[src/vrf_pkg.sv]
`default_nettype none

package vrf_pkg;

  //////////////////////////////
  // Widths
  //////////////////////////////

  // Vector register length and memory word width
  localparam int unsigned VLEN       = 128;
  localparam int unsigned PIPE_WIDTH = 32;

  // Words that make up one vector register
  localparam int unsigned NUM_MEM_OPS = VLEN / PIPE_WIDTH;

  // Signed LMUL code, -2 (quarter) up to 3 (eight registers)
  localparam int unsigned LMUL_WIDTH = 3;

  // Iteration count, up to NUM_MEM_OPS << 3
  localparam int unsigned ITER_WIDTH = 6;
  localparam logic [ITER_WIDTH-1:0] ITER_BASE = ITER_WIDTH'(NUM_MEM_OPS);

  //////////////////////////////
  // Operation select
  //////////////////////////////

  localparam int unsigned SEL_WIDTH = 3;
  localparam int unsigned SEL_RS1   = 0;
  localparam int unsigned SEL_RS2   = 1;
  localparam int unsigned SEL_RD    = 2;

  //////////////////////////////
  // Sequencer states
  //////////////////////////////

  localparam int unsigned STATE_WIDTH = 3;
  localparam logic [STATE_WIDTH-1:0] ST_IDLE  = 3'd0;
  localparam logic [STATE_WIDTH-1:0] ST_START = 3'd1;
  localparam logic [STATE_WIDTH-1:0] ST_READ1 = 3'd2;
  localparam logic [STATE_WIDTH-1:0] ST_READ2 = 3'd3;
  localparam logic [STATE_WIDTH-1:0] ST_WRITE = 3'd4;
  localparam logic [STATE_WIDTH-1:0] ST_NEXT  = 3'd5;

endpackage

`default_nettype wire

[src/vrf_iter_counter.sv]
`timescale 1ns/10ps
`default_nettype none

module vrf_iter_counter (
  input  logic                                  clk_i,
  input  logic                                  rst_ni,
  input  logic signed [vrf_pkg::LMUL_WIDTH-1:0] lmul_i,
  input  logic                                  iter_load_i,
  input  logic                                  iter_step_i,
  output logic                                  last_iter_o
);

  logic [vrf_pkg::ITER_WIDTH-1:0] count_q;
  logic [vrf_pkg::ITER_WIDTH-1:0] count_d;
  logic [vrf_pkg::ITER_WIDTH-1:0] load_val;
  logic [vrf_pkg::LMUL_WIDTH-1:0] lmul_mag;
  logic                           lmul_neg;

  //////////////////////////////
  // LMUL decode
  //////////////////////////////

  // Sign and magnitude of the multiplier code
  assign lmul_neg = lmul_i[vrf_pkg::LMUL_WIDTH-1];
  assign lmul_mag = lmul_neg ? -lmul_i : lmul_i;

  // Fractional LMUL shrinks the word count, integer LMUL grows it
  always_comb begin
    if (lmul_neg) begin
      load_val = vrf_pkg::ITER_BASE >> lmul_mag;
    end else begin
      load_val = vrf_pkg::ITER_BASE << lmul_mag;
    end
  end

  //////////////////////////////
  // Down counter
  //////////////////////////////

  always_comb begin
    count_d = count_q;
    if (iter_load_i) begin
      count_d = load_val;
    end else if (iter_step_i) begin
      count_d = count_q - 1'b1;
    end
  end

  always_ff @(posedge clk_i or negedge rst_ni) begin
    if (!rst_ni) begin
      count_q <= '0;
    end else begin
      count_q <= count_d;
    end
  end

  // One iteration left
  assign last_iter_o = (count_q == {{(vrf_pkg::ITER_WIDTH-1){1'b0}}, 1'b1});

endmodule

`default_nettype wire

[src/vrf_access_fsm.sv]
`timescale 1ns/10ps
`default_nettype none

module vrf_access_fsm (
  input  logic                          clk_i,
  input  logic                          rst_ni,

  // Instruction side
  input  logic                          req_i,
  input  logic [vrf_pkg::SEL_WIDTH-1:0] sel_operation_i,
  output logic                          vector_done_o,

  // Memory handshake
  input  logic                          data_gnt_i,
  output logic                          data_req_o,
  output logic                          data_we_o,

  // Address generator strobes
  output logic                          agu_load_o,
  output logic                          agu_get_rs1_o,
  output logic                          agu_get_rs2_o,
  output logic                          agu_get_rd_o,
  output logic                          agu_incr_o,

  // Iteration counter
  input  logic                          last_iter_i,
  output logic                          iter_load_o,
  output logic                          iter_step_o
);

  logic [vrf_pkg::STATE_WIDTH-1:0] state_q;
  logic [vrf_pkg::STATE_WIDTH-1:0] state_d;
  logic [vrf_pkg::STATE_WIDTH-1:0] first_st;
  logic [vrf_pkg::STATE_WIDTH-1:0] acc_st;
  logic [vrf_pkg::STATE_WIDTH-1:0] after_st;
  logic                            sel_rs1;
  logic                            sel_rs2;
  logic                            sel_rd;
  logic                            sel_any;
  logic                            accept;
  logic                            acc_active;
  logic                            acc_done;

  assign sel_rs1 = sel_operation_i[vrf_pkg::SEL_RS1];
  assign sel_rs2 = sel_operation_i[vrf_pkg::SEL_RS2];
  assign sel_rd  = sel_operation_i[vrf_pkg::SEL_RD];
  assign sel_any = |sel_operation_i;

  //////////////////////////////
  // Access selection
  //////////////////////////////

  // First enabled access of every iteration
  always_comb begin
    if (sel_rs1) begin
      first_st = vrf_pkg::ST_READ1;
    end else if (sel_rs2) begin
      first_st = vrf_pkg::ST_READ2;
    end else begin
      first_st = vrf_pkg::ST_WRITE;
    end
  end

  // Access requested this cycle, ST_IDLE when none
  // START and NEXT issue the first access themselves to avoid a bubble
  always_comb begin
    acc_st = vrf_pkg::ST_IDLE;
    case (state_q)
      vrf_pkg::ST_START: begin
        if (sel_any) begin
          acc_st = first_st;
        end
      end
      vrf_pkg::ST_NEXT: begin
        if (!last_iter_i) begin
          acc_st = first_st;
        end
      end
      vrf_pkg::ST_READ1, vrf_pkg::ST_READ2, vrf_pkg::ST_WRITE: begin
        acc_st = state_q;
      end
      default: begin
        acc_st = vrf_pkg::ST_IDLE;
      end
    endcase
  end

  // Where to go once the current access is granted
  always_comb begin
    case (acc_st)
      vrf_pkg::ST_READ1: begin
        if (sel_rs2) begin
          after_st = vrf_pkg::ST_READ2;
        end else if (sel_rd) begin
          after_st = vrf_pkg::ST_WRITE;
        end else begin
          after_st = vrf_pkg::ST_NEXT;
        end
      end
      vrf_pkg::ST_READ2: begin
        after_st = sel_rd ? vrf_pkg::ST_WRITE : vrf_pkg::ST_NEXT;
      end
      default: begin
        after_st = vrf_pkg::ST_NEXT;
      end
    endcase
  end

  //////////////////////////////
  // State register
  //////////////////////////////

  always_comb begin
    state_d = state_q;
    case (state_q)
      vrf_pkg::ST_IDLE: begin
        if (req_i) begin
          state_d = vrf_pkg::ST_START;
        end
      end
      // Nothing selected, drop the instruction
      vrf_pkg::ST_START: begin
        if (!sel_any) begin
          state_d = vrf_pkg::ST_IDLE;
        end else if (data_gnt_i) begin
          state_d = after_st;
        end
      end
      vrf_pkg::ST_READ1, vrf_pkg::ST_READ2, vrf_pkg::ST_WRITE: begin
        if (data_gnt_i) begin
          state_d = after_st;
        end
      end
      vrf_pkg::ST_NEXT: begin
        if (last_iter_i) begin
          state_d = vrf_pkg::ST_IDLE;
        end else if (data_gnt_i) begin
          state_d = after_st;
        end
      end
      default: begin
        state_d = vrf_pkg::ST_IDLE;
      end
    endcase
  end

  always_ff @(posedge clk_i or negedge rst_ni) begin
    if (!rst_ni) begin
      state_q <= vrf_pkg::ST_IDLE;
    end else begin
      state_q <= state_d;
    end
  end

  //////////////////////////////
  // Outputs
  //////////////////////////////

  assign accept     = (state_q == vrf_pkg::ST_IDLE) && req_i;
  assign acc_active = (acc_st != vrf_pkg::ST_IDLE);
  assign acc_done   = acc_active && data_gnt_i;

  assign data_req_o    = acc_active;
  assign data_we_o     = (acc_st == vrf_pkg::ST_WRITE);
  assign agu_load_o    = accept;
  assign agu_get_rs1_o = (acc_st == vrf_pkg::ST_READ1);
  assign agu_get_rs2_o = (acc_st == vrf_pkg::ST_READ2);
  assign agu_get_rd_o  = (acc_st == vrf_pkg::ST_WRITE);
  assign agu_incr_o    = acc_done;

  // Count steps once the next iteration actually starts
  assign iter_load_o   = accept;
  assign iter_step_o   = acc_done && (state_q == vrf_pkg::ST_NEXT);
  assign vector_done_o = (state_q == vrf_pkg::ST_NEXT) && last_iter_i;

endmodule

`default_nettype wire

[src/vrf_operand_regs.sv]
`timescale 1ns/10ps
`default_nettype none

module vrf_operand_regs (
  input  logic                           clk_i,
  input  logic                           rst_ni,

  // Observed request side
  input  logic                           data_req_i,
  input  logic                           data_we_i,
  input  logic                           data_gnt_i,
  input  logic                           agu_get_rs1_i,

  // Read response
  input  logic                           data_rvalid_i,
  input  logic [vrf_pkg::PIPE_WIDTH-1:0] data_rdata_i,

  // Captured operands
  output logic [vrf_pkg::PIPE_WIDTH-1:0] rdata_a_o,
  output logic [vrf_pkg::PIPE_WIDTH-1:0] rdata_b_o
);

  logic                           read_gnt;
  logic                           tag_rs1_q;
  logic [vrf_pkg::PIPE_WIDTH-1:0] rs1_q;
  logic [vrf_pkg::PIPE_WIDTH-1:0] rs2_q;

  // Read accepted by the memory this cycle
  assign read_gnt = data_req_i && data_gnt_i && !data_we_i;

  //////////////////////////////
  // Response tagging
  //////////////////////////////

  // High when the outstanding read belongs to rs1
  always_ff @(posedge clk_i or negedge rst_ni) begin
    if (!rst_ni) begin
      tag_rs1_q <= 1'b0;
    end else if (read_gnt) begin
      tag_rs1_q <= agu_get_rs1_i;
    end
  end

  // Returned word lands in the tagged operand
  always_ff @(posedge clk_i or negedge rst_ni) begin
    if (!rst_ni) begin
      rs1_q <= '0;
      rs2_q <= '0;
    end else if (data_rvalid_i) begin
      if (tag_rs1_q) begin
        rs1_q <= data_rdata_i;
      end else begin
        rs2_q <= data_rdata_i;
      end
    end
  end

  assign rdata_a_o = rs1_q;
  assign rdata_b_o = rs2_q;

endmodule

`default_nettype wire

[src/vrf_interface.sv]
`timescale 1ns/10ps
`default_nettype none

module vrf_interface (
  input  logic                                  clk_i,
  input  logic                                  rst_ni,

  // Instruction side
  input  logic                                  req_i,
  input  logic [vrf_pkg::SEL_WIDTH-1:0]         sel_operation_i,
  input  logic signed [vrf_pkg::LMUL_WIDTH-1:0] lmul_i,
  input  logic [vrf_pkg::PIPE_WIDTH-1:0]        wdata_i,
  output logic [vrf_pkg::PIPE_WIDTH-1:0]        rdata_a_o,
  output logic [vrf_pkg::PIPE_WIDTH-1:0]        rdata_b_o,
  output logic                                  vector_done_o,

  // Register memory port
  output logic                                  data_req_o,
  input  logic                                  data_gnt_i,
  input  logic                                  data_rvalid_i,
  output logic                                  data_we_o,
  output logic [vrf_pkg::PIPE_WIDTH-1:0]        data_wdata_o,
  input  logic [vrf_pkg::PIPE_WIDTH-1:0]        data_rdata_i,

  // Address generator
  output logic                                  agu_load_o,
  output logic                                  agu_get_rs1_o,
  output logic                                  agu_get_rs2_o,
  output logic                                  agu_get_rd_o,
  output logic                                  agu_incr_o
);

  logic iter_load;
  logic iter_step;
  logic last_iter;

  //////////////////////////////
  // Iteration count
  //////////////////////////////

  vrf_iter_counter vrf_iter_counter_inst (
    .clk_i       (clk_i),
    .rst_ni      (rst_ni),
    .lmul_i      (lmul_i),
    .iter_load_i (iter_load),
    .iter_step_i (iter_step),
    .last_iter_o (last_iter)
  );

  //////////////////////////////
  // Access sequencer
  //////////////////////////////

  vrf_access_fsm vrf_access_fsm_inst (
    .clk_i           (clk_i),
    .rst_ni          (rst_ni),
    .req_i           (req_i),
    .sel_operation_i (sel_operation_i),
    .vector_done_o   (vector_done_o),
    .data_gnt_i      (data_gnt_i),
    .data_req_o      (data_req_o),
    .data_we_o       (data_we_o),
    .agu_load_o      (agu_load_o),
    .agu_get_rs1_o   (agu_get_rs1_o),
    .agu_get_rs2_o   (agu_get_rs2_o),
    .agu_get_rd_o    (agu_get_rd_o),
    .agu_incr_o      (agu_incr_o),
    .last_iter_i     (last_iter),
    .iter_load_o     (iter_load),
    .iter_step_o     (iter_step)
  );

  //////////////////////////////
  // Operand capture
  //////////////////////////////

  vrf_operand_regs vrf_operand_regs_inst (
    .clk_i         (clk_i),
    .rst_ni        (rst_ni),
    .data_req_i    (data_req_o),
    .data_we_i     (data_we_o),
    .data_gnt_i    (data_gnt_i),
    .agu_get_rs1_i (agu_get_rs1_o),
    .data_rvalid_i (data_rvalid_i),
    .data_rdata_i  (data_rdata_i),
    .rdata_a_o     (rdata_a_o),
    .rdata_b_o     (rdata_b_o)
  );

  // Result word goes straight to memory
  assign data_wdata_o = wdata_i;

endmodule

`default_nettype wire

[config.mk]
export PLATFORM = sky130hd
export DESIGN_NAME = vrf_interface
export DESIGN_NICKNAME = d
export VERILOG_FILES = /design/src/vrf_pkg.sv /design/src/vrf_iter_counter.sv /design/src/vrf_access_fsm.sv /design/src/vrf_operand_regs.sv /design/src/vrf_interface.sv
export SDC_FILE = /design/constraint.sdc
export NUM_CORES = 1
export LEC_CHECK = 0
export ABC_AREA = 1
export CAP_MARGIN = 20
export CELL_PAD_IN_SITES_DETAIL_PLACEMENT = 0
export CELL_PAD_IN_SITES_GLOBAL_PLACEMENT = 1
export CORE_ASPECT_RATIO = 0.9
export CORE_UTILIZATION = 40
export CTS_CLUSTER_SIZE = 16
export DETAILED_ROUTE_END_ITERATION = 7
export DONT_BUFFER_PORTS = 1
export PLACE_DENSITY_LB_ADDON = 0.1
export SYNTH_ARGS = -nofsm -noshare
export SYNTH_HDL_FRONTEND = slang
export SYNTH_SLANG_ARGS = --single-unit
export TNS_END_PERCENT = 5
[constraint.sdc]
create_clock -name clk_i -period 1.55 [get_ports clk_i]
set_input_delay 0.0775 -clock clk_i [delete_from_list [all_inputs] [get_ports clk_i]]
set_output_delay 0.0775 -clock clk_i [all_outputs]
set_load 0.005 [all_outputs]
# Word level (Yosys, flattened, before mapping)
# Cells that the tools add are included.
op_classes:
  bitwise: 1
  shift: 2
  eq_ne: 10
  n_reduce_logical: 13
  mux: 17
  addsub: 2
ops:
  columns: ["operator", "count"]
  rows:
  - ["two-way mux 3 bit", 10]
  - ["two-way mux 6 bit", 3]
  - ["equality test 3 x 2 -> 1 bit (second input constant)", 4]
  - ["case mux 3 bit (4 select lines)", 1]
  - ["equality test 3 bit (second input constant)", 3]
  - ["case mux 3 bit (3 select lines)", 1]
  - ["equality test 6 x 1 -> 1 bit (second input constant)", 1]
  - ["case mux 3 bit (2 select lines)", 1]
  - ["OR reduction 3 bit", 2]
  - ["left shift 3 x 3 -> 6 bit (first input constant)", 1]
  - [">> shifter 3 x 3 -> 6 bit (first input constant)", 1]
  - ["subtractor 6 x 1 -> 6 bit (second input constant)", 1]
  - ["logical AND 1 bit", 5]
  - ["AND reduction 2 bit", 2]
  - ["equality test 3 x 1 -> 1 bit (second input constant)", 1]
  - ["logical NOT 3 bit", 1]
  - ["negation 3 bit", 1]
  - ["nonzero test 3 bit", 1]
  - ["!= test 2 bit (second input constant)", 1]
  - ["nonzero test 2 bit", 1]
  - ["logical NOT 1 bit", 1]
  - ["two-way mux 1 bit", 1]
  - ["inverter 1 bit", 1]
word_totals:
  wordCells: 50
  register_bits: 74
  input_bits: 75
  output_inout_bits: 104

# Logic depth before layout (Yosys ltp)
# Gate-level depths: netlist of run 1.
depth:
  word_depth: 9
  depth_mapped: 12
  ltp_nobuf: 11

# By module
# Synthesis of run 1 repeated with hierarchy kept, for this count alone.
hier_totals:
  cells_unflattened: 406
  hier_area_um2: 3477.1
modules_own_cells:
  columns: ["mod", "area_each_um2", "seq_area_each_um2", "instances", "cells_each"]
  rows:
  - ["vrf_operand_regs", 2413.6, 1626.6, 1, 245]
  - ["vrf_iter_counter", 456.7, 150.1, 1, 68]
  - ["vrf_access_fsm", 366.6, 75.1, 1, 61]
  - ["vrf_interface", 240.2, 0.0, 1, 32]

# Worst setup path before layout of run 1
# No wires, ideal clock.
synth_path:
  path_type: "reg2reg"
  start: "register vrf_iter_counter_inst.count_q[1] in the netlist's numbering"
  end: "register vrf_iter_counter_inst.count_q[1] in the netlist's numbering"
  path_slack_ns: 0.015
  synth_period_minus_slack_ns: 1.535
  arrival_ns: 1.414
  stages_incl_launch_ff: 13
  setup_time_ns: 0.120
  path_buffers: 1
  required_ns: 1.430
  path_cell_list: "dfrtp_1 inv_1 ha_1 nand3_2 nand2_2 nand4_4 nand2_2 inv_2 nand2_2 nand2_4 buf_12 nand2_2 o21ai_2"
synth_via:
  elab_chain_cells: 7
  elab_cells_between_ends: 10
  classes_between: "add/sub (1); eq/ne (1); mux (4); reduce/logical (4)"
synth_lines:
  columns: ["item", "line_no", "rtl"]
  rows:
  - ["start, declared", "vrf_iter_counter.sv:13", "logic [vrf_pkg::ITER_WIDTH-1:0] count_q;"]
  - ["start signal, assigned", "vrf_iter_counter.sv:53", "count_q <= count_d;"]
  - ["equality test 6 x 1 -> 1 bit", "vrf_iter_counter.sv:58", "assign last_iter_o = (count_q == {{(vrf_pkg::ITER_WIDTH-1){1'b0}}, 1'b1});"]
  - ["two-way mux 3 bit", "vrf_access_fsm.sv:75", "if (!last_iter_i) begin"]
  - ["case mux 3 bit (3 select lines)", "vrf_access_fsm.sv:68", "case (state_q)"]
  - ["nonzero test 3 bit", "vrf_access_fsm.sv:160", "assign acc_active = (acc_st != vrf_pkg::ST_IDLE);"]
  - ["named net data_req_o", "vrf_interface.sv:18", "output logic data_req_o,"]
  - ["logical AND 1 bit", "vrf_access_fsm.sv:161", "assign acc_done = acc_active && data_gnt_i;"]
  - ["named net agu_incr_o", "vrf_interface.sv:30", "output logic agu_incr_o"]
  - ["logical AND 1 bit", "vrf_access_fsm.sv:173", "assign iter_step_o = acc_done && (state_q == vrf_pkg::ST_NEXT);"]
  - ["nonzero test 2 bit (no source line)", null, null]
# The timed path passes the listed nets, and every way through them passes these cells. The select of a mux whose other input is x is not followed.
# A chain may end at the register's enable or synchronous reset.

# Worst setup path after layout of run 1
layout_path:
  start: "register vrf_access_fsm_inst.state_q[1] in the netlist's numbering"
  end: "output port data_we_o"
layout_via:
  elab_chain_cells: 4
  elab_cells_between_ends: 8
  classes_between: "eq/ne (6); mux (1); reduce/logical (1)"
layout_lines:
  columns: ["item", "line_no", "rtl"]
  rows:
  - ["start, declared", "vrf_access_fsm.sv:31", "logic [vrf_pkg::STATE_WIDTH-1:0] state_q;"]
  - ["start signal, assigned", "vrf_access_fsm.sv:149", "state_q <= vrf_pkg::ST_IDLE;"]
  - ["start signal, assigned", "vrf_access_fsm.sv:151", "state_q <= state_d;"]
  - ["equality test 3 x 2 -> 1 bit or equality test 3 bit (tied branches)", "vrf_access_fsm.sv:68", null]
  - ["OR reduction 3 bit", "vrf_access_fsm.sv:68", null]
  - ["case mux 3 bit (3 select lines) *", "vrf_access_fsm.sv:68", null]
  - ["equality test 3 bit *", null, null]
  - ["end, declared", "vrf_interface.sv:21", "output logic data_we_o,"]
# Every way passes the cells marked *; elsewhere a longest branch is shown, timed or not.

==> results.ini, run 1 <==
[run_status]
status = finished with violations
violations = hold timing, setup timing

[final_layout]
diodes = 0
finalNetCount = 487
fillers = 822
drive_gt1_share_pct = 17.2
area_growth_pct = 18.1
fin_cells = 527

[yosys]
synth-async-reset-ratio_pct = 100
netlist_area_um2 = 3470
synth.area.top_cells = dfrtp_1, o21ai_0, nand2_1, buf_4, inv_1
post-synth-top-area-fraction_pct = 53.4
synth-seq-cells = 74
synth-seq-area-share_pct = 53.4
synth_cells = 392
ys_warn_count = 0
syn_area_per_cell_um2 = 8.84
yosysTopAreaCell = dfrtp_1
synth_edf_count = 0
synthFlopType = dfrtp_1
syn-num-nets = 471
ys_types = 28

[worst_setup_path]
start_kind = flop
reg2reg_from = vrf_access_fsm_inst.state_q[1]
cp-end-kind = primary output
cp_data_arrival_time_ps = 1510
r2r_slack_ps = 80
critPathKind = reg2out
path_max_fanout = 4
cp.required_ps = 1470
r2r_cells = 11
r2r-end = vrf_iter_counter_inst.count_q[5]

[global_route]
antenna_found_initial = 0
grt_first_pass_wirelength_um = 12500
grt_max_degree = 75
overflow = 0
grt_pass1_vias = 2591
grtUsageTotal_pct = 17.4

[timing]
setup_viol = 3
final_hold_viol_count = 74
finalClockSkew_ps = 9.77
post-route-min-period_ps = 1590
fmax_mhz = 630
worst_slack_ps = -37.0
worstMarginPinSlew_ps = 343
maxSlewHeadroom_pct = 76.9
rsz0062_at_grt = yes
post-route-period-util_pct = 102
fin_setup_tns_ps = -93.9
fin_hold_ws_ps = -563
slew_viol_final = 0

[floorplanning]
io_pins = 179
start_util_pct = 42.2
die_h_um = 90.3
die_w_um = 100
core_area_um2 = 8220
rows = 31
die-area_um2 = 9040

[routing]
antenna_left = 0
drc = 0
via_per_inst = 4.78
dr.pass1.iters = 4
vias = 2518
wl_um = 7660
drtIter0Drc = 94
wl_per_cell_um = 14.5

[placed_design]
place.gp.congestion = 0.755
hpwl_um = 4950
dp.cells = 471
portBuffers = 0
pre_cts_slack_ps = 20.1

[cts]
htree_levels = 3
cts_tree = built
clkLatencyLatePin_ps = 330
clk_path_buf_depth = 2
clock_sinks = 74
holdBufCountCts = 35
cts.reportedPaths.clkPinSlew_ps = 80
numCtsBuffers = 9
cts-root-buf = clkbuf_8

[power_and_ir_drop]
p_per_area_nw_per_um2 = 1860
ir_worst_vdd_v = 0.000877
p_leak_nw = 1.99

[run]
maxCapViolCount = 0

[worst_hold_path]
hold_class = in2async

what timing repair did:
action                                 4_1_cts  5_1_grt
pin swaps                                    3        4
setup endpoints to repair                    7       13
endpoints found under the hold margin      142       74
gates resized for setup                     15        6
cloned                                       0        0
setup buffers                                4        2
synth_stat cells (2+ instances only):
cell type  count
nand2_1       84
o21ai_0       75
dfrtp_1       74
inv_1         49
buf_4         33
clkbuf_1      12
nand3_1       10
nor2_1        10
nand2_2        8
o21ai_2        7
a21oi_1        6
ha_1           4
inv_2          4
nand3_2        2
worst max-delay path, stage by stage, from the launching register on:
cell	delay [ps]
dfrtp_1	420
inv_2	90
nand2_4	70
nor2_4	150
nand2_4	80
inv_2	40
a21oi_1	30
o21ai_1	140
buf_4	140
kinds of logic (layout without fill, tap and decap cells):
family,count (synthesis),count (layout),share of synthesized area (%)
simple gates,122,122,15.8
fa+ha+maj,4,4,1.44
xor+xnor,1,1,0.253
compound gates,91,91,14.2
buf+inv,100,120,14.9
flops,74,74,53.4
per-layer routing:
metal	share of wire, %	track usage, %	vias to the layer above
li1	-	-	1236
met1	44	21.2	1173
met2	46	28.6	87
met3	7.5	5.88	22
met4	1.6	5.80	0
met5	0	0	-
worst max-delay path by stage:
stage / from / end / slack (ps) / cells after the start
after floorplan: vrf_iter_counter_inst.count_q[1] / vrf_iter_counter_inst.count_q[1] / 20 / 12
after global placement: vrf_access_fsm_inst.state_q[1] / vrf_iter_counter_inst.count_q[3] / 50 / 11
after detailed placement: vrf_iter_counter_inst.count_q[3] / vrf_iter_counter_inst.count_q[3] / 20 / 10
after CTS: vrf_access_fsm_inst.state_q[1] / data_we_o / -80 / 8
after global routing: vrf_access_fsm_inst.state_q[1] / data_we_o / -140 / 8
final: vrf_access_fsm_inst.state_q[1] / data_we_o / -40 / 8
sequential cells by signal, indices dropped and copies added, names as in the netlist:
name,count
vrf_operand_regs_inst.rdata_a_o,32
vrf_operand_regs_inst.rdata_b_o,32
vrf_iter_counter_inst.count_q,6
vrf_access_fsm_inst.state_q,3
vrf_operand_regs_inst.tag_rs1_q,1
placed cells by master, fill, tap and decap left out, types with 2 or more instances in the layout:
cell type	count
buf_4	14
ha_1	3
o21ai_1	2
bufinv_16	2
dfrtp_1	73
inv_2	6
o21ai_2	7
inv_1	46
nand2_1	82
dlygate4sd3_1	35
nor2_2	4
clkbuf_8	11
nor2_4	2
nand2_4	2
nand2_2	8
nor2_1	6
buf_12	2
nand3_2	2
a21oi_1	5
o21ai_0	73
nand3_1	9
final cells by class:
class	instances	area [um2]	area share (%)
multi-input cells	218	1170	28.6
flip-flops and latches	74	1850	45.2
clock inverters	4	73.8	1.80
repair buffers	51	495	12.1
inverters	54	205	5.01
well taps	115	144	3.51
clock buffers	11	151	3.70
per-stage QoR:
| step | util [%] | instance area (um2) | total power, mW | hold WS (ps) |
|---|---|---|---|---|
| 3_3_place_gp | 41.4 | 3400 | 5.58 | -217 |
| 5_1_grt | 49.8 | 4100 | 8.22 | -595 |
| 3_5_place_dp | 41.4 | 3400 | 5.61 | -217 |
| 6_report | 49.8 | 4100 | 7.62 | -563 |
| 2_1_floorplan | - | 3470 | 5.02 | -218 |
| 4_1_cts | 49.4 | 4060 | 7.60 | -586 |
power breakdown:
part	leakage, nW	switching, mW	internal, mW	total, mW
logic	0.961	1.42	1.09	2.51
registers	0.916	0.709	2.72	3.43
clock network	0.116	0.697	0.990	1.69
Note: power is estimated with default switching activity, not from simulation.
==> run 2: changes to the inputs <==
- REMOVE_ABC_BUFFERS: not set -> 1
==> run 2 against run 1 <==
Hold slack lost 9.8 ps. Combinational power increased by 5%. Die area unchanged. Critical path type unchanged. Critical path depth did not move. Core utilization grew 1.1 points. The run still ends with hold timing, setup timing left. Via count up 0.95%. Flip-flop and latch count is the same. Power up 5.7%. Count of clock-buffer cells in the layout decreased by 1.
==> results.ini, run 2 (synthesis results as in run 1) <==
[run_status]
status = finished with violations
violations = hold timing, setup timing

[routing]
wl_per_cell_um = 16.3
dr.pass1.iters = 5
vias = 2542
wl_um = 8690
drc = 0
antenna_left = 0
drtIter0Drc = 123
via_per_inst = 4.78

[worst_hold_path]
hold_class = in2async

[worst_setup_path]
reg2reg_from = vrf_iter_counter_inst.count_q[1]
critPathKind = reg2out
cp-end-kind = primary output
path_max_fanout = 4
setup.worst_path.start = vrf_iter_counter_inst.count_q[1]
cp_data_arrival_time_ps = 1480
cp.required_ps = 1470
start_kind = flop

[run]
maxCapViolCount = 0

[floorplanning]
die-area_um2 = 9040
die_h_um = 90.3
start_util_pct = 42.2
rows = 31
io_pins = 179
core_area_um2 = 8220
die_w_um = 100

[global_route]
antenna_found_initial = 0
grt_max_degree = 75
grt_first_pass_wirelength_um = 13800
grtUsageTotal_pct = 20.0
grt_pass1_vias = 2603
overflow = 0

[timing]
worst_slack_ps = -10.8
fin_hold_ws_ps = -573
maxSlewHeadroom_pct = 79.7
post-route-period-util_pct = 101
rsz0062_at_grt = yes
worstMarginPinSlew_ps = 302
finalClockSkew_ps = 5.59
slew_viol_final = 0
setup_viol = 1
final_hold_viol_count = 74
fmax_mhz = 641
post-route-min-period_ps = 1560

[final_layout]
drive_gt1_share_pct = 18.9
multi_input_area_um2 = 1170
register_area_um2 = 1850
postLayoutCoreUtil_pct = 50.9
fillers = 819
layout_common_cells = nand2_1, o21ai_0, dfrtp_1
diodes = 0
fin_cells = 532
area_growth_pct = 20.6
finalNetCount = 491
final_common_cell = nand2_1

[placed_design]
dp.cells = 474
hpwl_um = 5970
place.gp.congestion = 0.754
portBuffers = 0

[power_and_ir_drop]
ir_worst_vdd_v = 0.000743
p_leak_nw = 2.03
p_per_area_nw_per_um2 = 1930

[cts]
clock_sinks = 74
numCtsBuffers = 9
clkLatencyLatePin_ps = 340
clk_path_buf_depth = 2
cts.reportedPaths.clkPinSlew_ps = 80
cts_tree = built
cts-root-buf = clkbuf_8
htree_levels = 3
holdBufCountCts = 36

[run 2: critical path, stage by stage, from the launching register on]
cell and delay [ps]:
dfrtp_1 380, inv_2 70, ha_4 130, nand3_4 100
nand2_2 110, nand4_4 120, nand2_2 80, inv_2 40
buf_4 120
[run 2: what timing repair did]
action,4_1_cts,5_1_grt
gates resized for setup,20,5
setup buffers,6,0
setup endpoints to repair,6,13
endpoints found under the hold margin,143,74
pin swaps,2,3
[run 2: power by group]
group,switching (mW),leakage [nW],internal (mW)
Clock,0.717,0.137,1.28
Sequential,0.697,0.915,2.72
Combinational,1.45,0.981,1.19
[run 2: area by class of cell]
| cell class | instances | share of cell area (%) |
|---|---|---|
| Clock buffer | 10 | 3.29 |
| Clock inverter | 6 | 3.29 |
| Inverter | 54 | 4.85 |
| Multi-Input combinational cell | 218 | 28.1 |
| Sequential cell | 74 | 44.3 |
| Tap cell | 115 | 3.44 |
| Timing Repair Buffer | 55 | 12.7 |
[run 2: worst paths after layout]
check                      cells past startpoint  slack (ps)                                   to
hold / removal                                 0        -570      vrf_operand_regs_inst.tag_rs1_q
setup / recovery                               8         -10                           agu_incr_o
setup reg to reg                              11          60     vrf_iter_counter_inst.count_q[3]
hold reg to reg                                2         510   vrf_operand_regs_inst.rdata_b_o[8]
max in group asynchronous                      0        1940  vrf_operand_regs_inst.rdata_a_o[23]
min in group clk_i                             4          50     vrf_iter_counter_inst.count_q[5]
[run 2: through the flow]
| step | setup TNS [ps] | hold slack (ps) | setup WS, ps | instance area, um2 | total power [mW] |
|---|---|---|---|---|---|
| floorplan | 0 | -218 | 2.47 | 3150 | 4.85 |
| global placement | 0 | -216 | 68.9 | 3430 | 5.68 |
| detailed placement | 0 | -216 | 35.0 | 3430 | 5.71 |
| CTS | -75.8 | -602 | -40.6 | 4170 | 8.13 |
| global route | -456 | -607 | -102 | 4180 | 8.70 |
| finish | -10.8 | -573 | -10.8 | 4180 | 8.05 |
[run 2: per-layer routing]
metal / global-route usage, % / routed length [um] / part of all wire (%) / vias to the layer above
met5: 2.96 / 0 / 0 / -
met4: 5.43 / 96 / 1.1 / 0
met3: 13.1 / 1310 / 15 / 11
met2: 27.3 / 3560 / 41 / 132
met1: 25.7 / 3720 / 43 / 1155
li1: - / - / - / 1244
==> run 3: changes to the inputs <==
- ABC_AREA: 1 -> not set
- CORE_UTILIZATION: 40 -> 42
==> run 3 against run 2 <==
Flip-flop and latch count is the same. Critical path depth fell by 1. Largest cell class unchanged. Clock skew increased by 5.1 ps. Design area decreased by 1.3%. Count of clock-buffer cells in the layout unchanged. Hold slack worse by 2.5 ps. Core utilization increased by 2.8 points. The run still ends with hold timing, setup timing left. Area after synthesis fell by 2.2%.
==> results.ini, run 3 <==
[timing]
fin_hold_ws_ps = -575
fmax_mhz = 540
post-route-period-util_pct = 119
worst_slack_ps = -302
worstMarginPinSlew_ps = 396
post-route-min-period_ps = 1850
setup_viol = 13
final_hold_viol_count = 74
finalClockSkew_ps = 10.7
maxSlewHeadroom_pct = 73.6
rsz0062_at_grt = yes
slew_viol_final = 0

[yosys]
synthAdderAreaFrac_pct = 1.48
synthMuxAreaShare_pct = 22.2
yosysTopAreaCell = dfrtp_1
post-synth-top-area-fraction_pct = 54.6
ys_warn_count = 0
ys_types = 37
netlist_area_um2 = 3390
synth_top_family_by_area = multiplexers
synth_xor_area_share_pct = 1.03
synth-compound-area-share_pct = 3.95
synth_cells = 266
synthSimpleGateAreaFrac_pct = 7.09
synthFlopType = dfrtp_1
synth.area.top_cells = dfrtp_1, mux2_2, buf_4, ha_1, nor2_1
synth-seq-cells = 74
synth.most_common_cell = dfrtp_1
synth-seq-area-share_pct = 54.6
synth_edf_count = 0
synth-async-reset-ratio_pct = 100
yosys-top-cells-count = dfrtp_1, mux2_2, buf_4
syn_area_per_cell_um2 = 12.7

[final_layout]
diodes = 0
finalNetCount = 379
area_growth_pct = 21.8
postLayoutCoreUtil_pct = 53.7
fin_cells = 401
layout_common_cells = dfrtp_1, mux2_2, dlygate4sd3_1
final_common_cell = dfrtp_1
fillers = 648
postLayoutCellArea_um2 = 4130
drive_gt1_share_pct = 40.7

[placed_design]
pre_cts_slack_ps = -185
place.gp.congestion = 0.739
dpl_cell_area_um2 = 3440
dp.cells = 344
portBuffers = 0
hpwl_um = 5560

[worst_setup_path]
cp-end-kind = flop
slowest_stage = or4_4
critPathKind = reg2reg
crit_chain = ha_4 > nor3b_4 > and2_4 > buf_4 > or4_4 > xor2_1 > a21oi_1
slowest_delay_ps = 470
start_kind = flop
path_max_fanout = 3
cp.required_ps = 1770
cp_data_arrival_time_ps = 2070

[run]
maxCapViolCount = 0

[routing]
drtIter0Drc = 65
wl_per_cell_um = 19.9
vias = 2167
dr.pass1.iters = 4
wl_um = 8000
antenna_left = 0
drc = 0
via_per_inst = 5.40

[global_route]
grt_pass1_vias = 2346
grt_first_pass_wirelength_um = 12700
grt_max_degree = 75
grtUsageTotal_pct = 19.8
antenna_found_initial = 0
overflow = 0

[power_and_ir_drop]
ir_worst_vdd_v = 0.000781
p_per_area_nw_per_um2 = 1850
p_int_mw = 5.29
p_leak_nw = 1.77
switching_share_pct = 30.9
comb_power_share_pct = 31.0
pwr-share-seq_pct = 45.6
power_switching_mw = 2.37
pwr-share-clk_pct = 23.4

[run_status]
status = finished with violations
violations = hold timing, setup timing

[cts]
clock_sinks = 74
clk_path_buf_depth = 2
clkLatencyLatePin_ps = 340
cts-root-buf = clkbuf_8
numCtsBuffers = 9
htree_levels = 3
holdBufCountCts = 37
cts_tree = built
cts.reportedPaths.clkPinSlew_ps = 80

[floorplanning]
start_util_pct = 44.0
io_pins = 179
rows = 30
core_area_um2 = 7690
die_w_um = 96.7
die-area_um2 = 8430
die_h_um = 87.2

[worst_hold_path]
hold_class = in2async

[run 3: repair_timing]
action	4_1_cts	5_1_grt
endpoints found under the hold margin	145	74
buffers inserted	3	1
gates resized for setup	8	5
pin swaps	5	2
endpoints found under the setup margin	16	18
[run 3: path summary, 6_finish.rpt]
check / startpoint / end / slack (ps) / cells past startpoint
setup / recovery: vrf_iter_counter_inst.count_q[0] / vrf_iter_counter_inst.count_q[4] / -300 / 7
setup reg to reg: vrf_iter_counter_inst.count_q[0] / vrf_iter_counter_inst.count_q[4] / -300 / 7
hold / removal: rst_ni / vrf_operand_regs_inst.rdata_b_o[24] / -580 / 0
max in group asynchronous: rst_ni / vrf_operand_regs_inst.rdata_a_o[5] / 2000 / 0
hold reg to reg: vrf_operand_regs_inst.rdata_a_o[16] / vrf_operand_regs_inst.rdata_a_o[16] / 530 / 1
min in group clk_i: sel_operation_i[1] / vrf_access_fsm_inst.state_q[1] / 30 / 4
[run 3: metal layers]
metal  GRT usage (%)  part of all wire (%)
met4            6.65                   1.6
met1            23.4                    40
met5            2.37                     0
met2            29.1                    45
met3            12.9                    13
[run 3: cells by family after synthesis]
kind of cell             count (synthesis)
AO/OA/AOI/OAI                           22
XOR/XNOR                                 4
adder cells (fa/ha/maj)                  4
buffers and inverters                   52
flip-flops                              74
multiplexers                            67
AND/OR/NAND/NOR                         43
[run 3: layout make-up]
cell class	instances	area, um2	share of cell area, %
flip-flops and latches	74	1850	44.9
clock buffers	10	128	3.09
repair buffers	67	624	15.1
inverters	8	30.0	0.727
multi-input cells	140	1260	30.5
clock inverters	6	113	2.73
well taps	96	120	2.91
[run 3: critical path: cells and delay by family, from the launching register on]
kind	cells	cell delay, ps
simple gates	3	790
fa+ha+maj	1	170
compound gates	1	80
flops	1	420
buf+inv	1	130
xor+xnor	1	150
[run 3: power groups by stage]
stage               clock network [mW]  logic [mW]  registers, mW
finish                            1.79        2.37           3.49
global route                      1.91        2.60           3.61
CTS                               1.85        2.35           3.49
detailed placement                   0        2.18           3.50
global placement                     0        2.08           3.49
floorplan                            0        1.43           3.34
[run 3: metrics by stage]
| stage | TNS, ps | total power [mW] |
|---|---|---|
| floorplan | -28150 | 4.76 |
| global placement | -1170 | 5.56 |
| detailed placement | -1390 | 5.68 |
| CTS | -2350 | 7.69 |
| global route | -4360 | 8.12 |
| finish | -2220 | 7.65 |
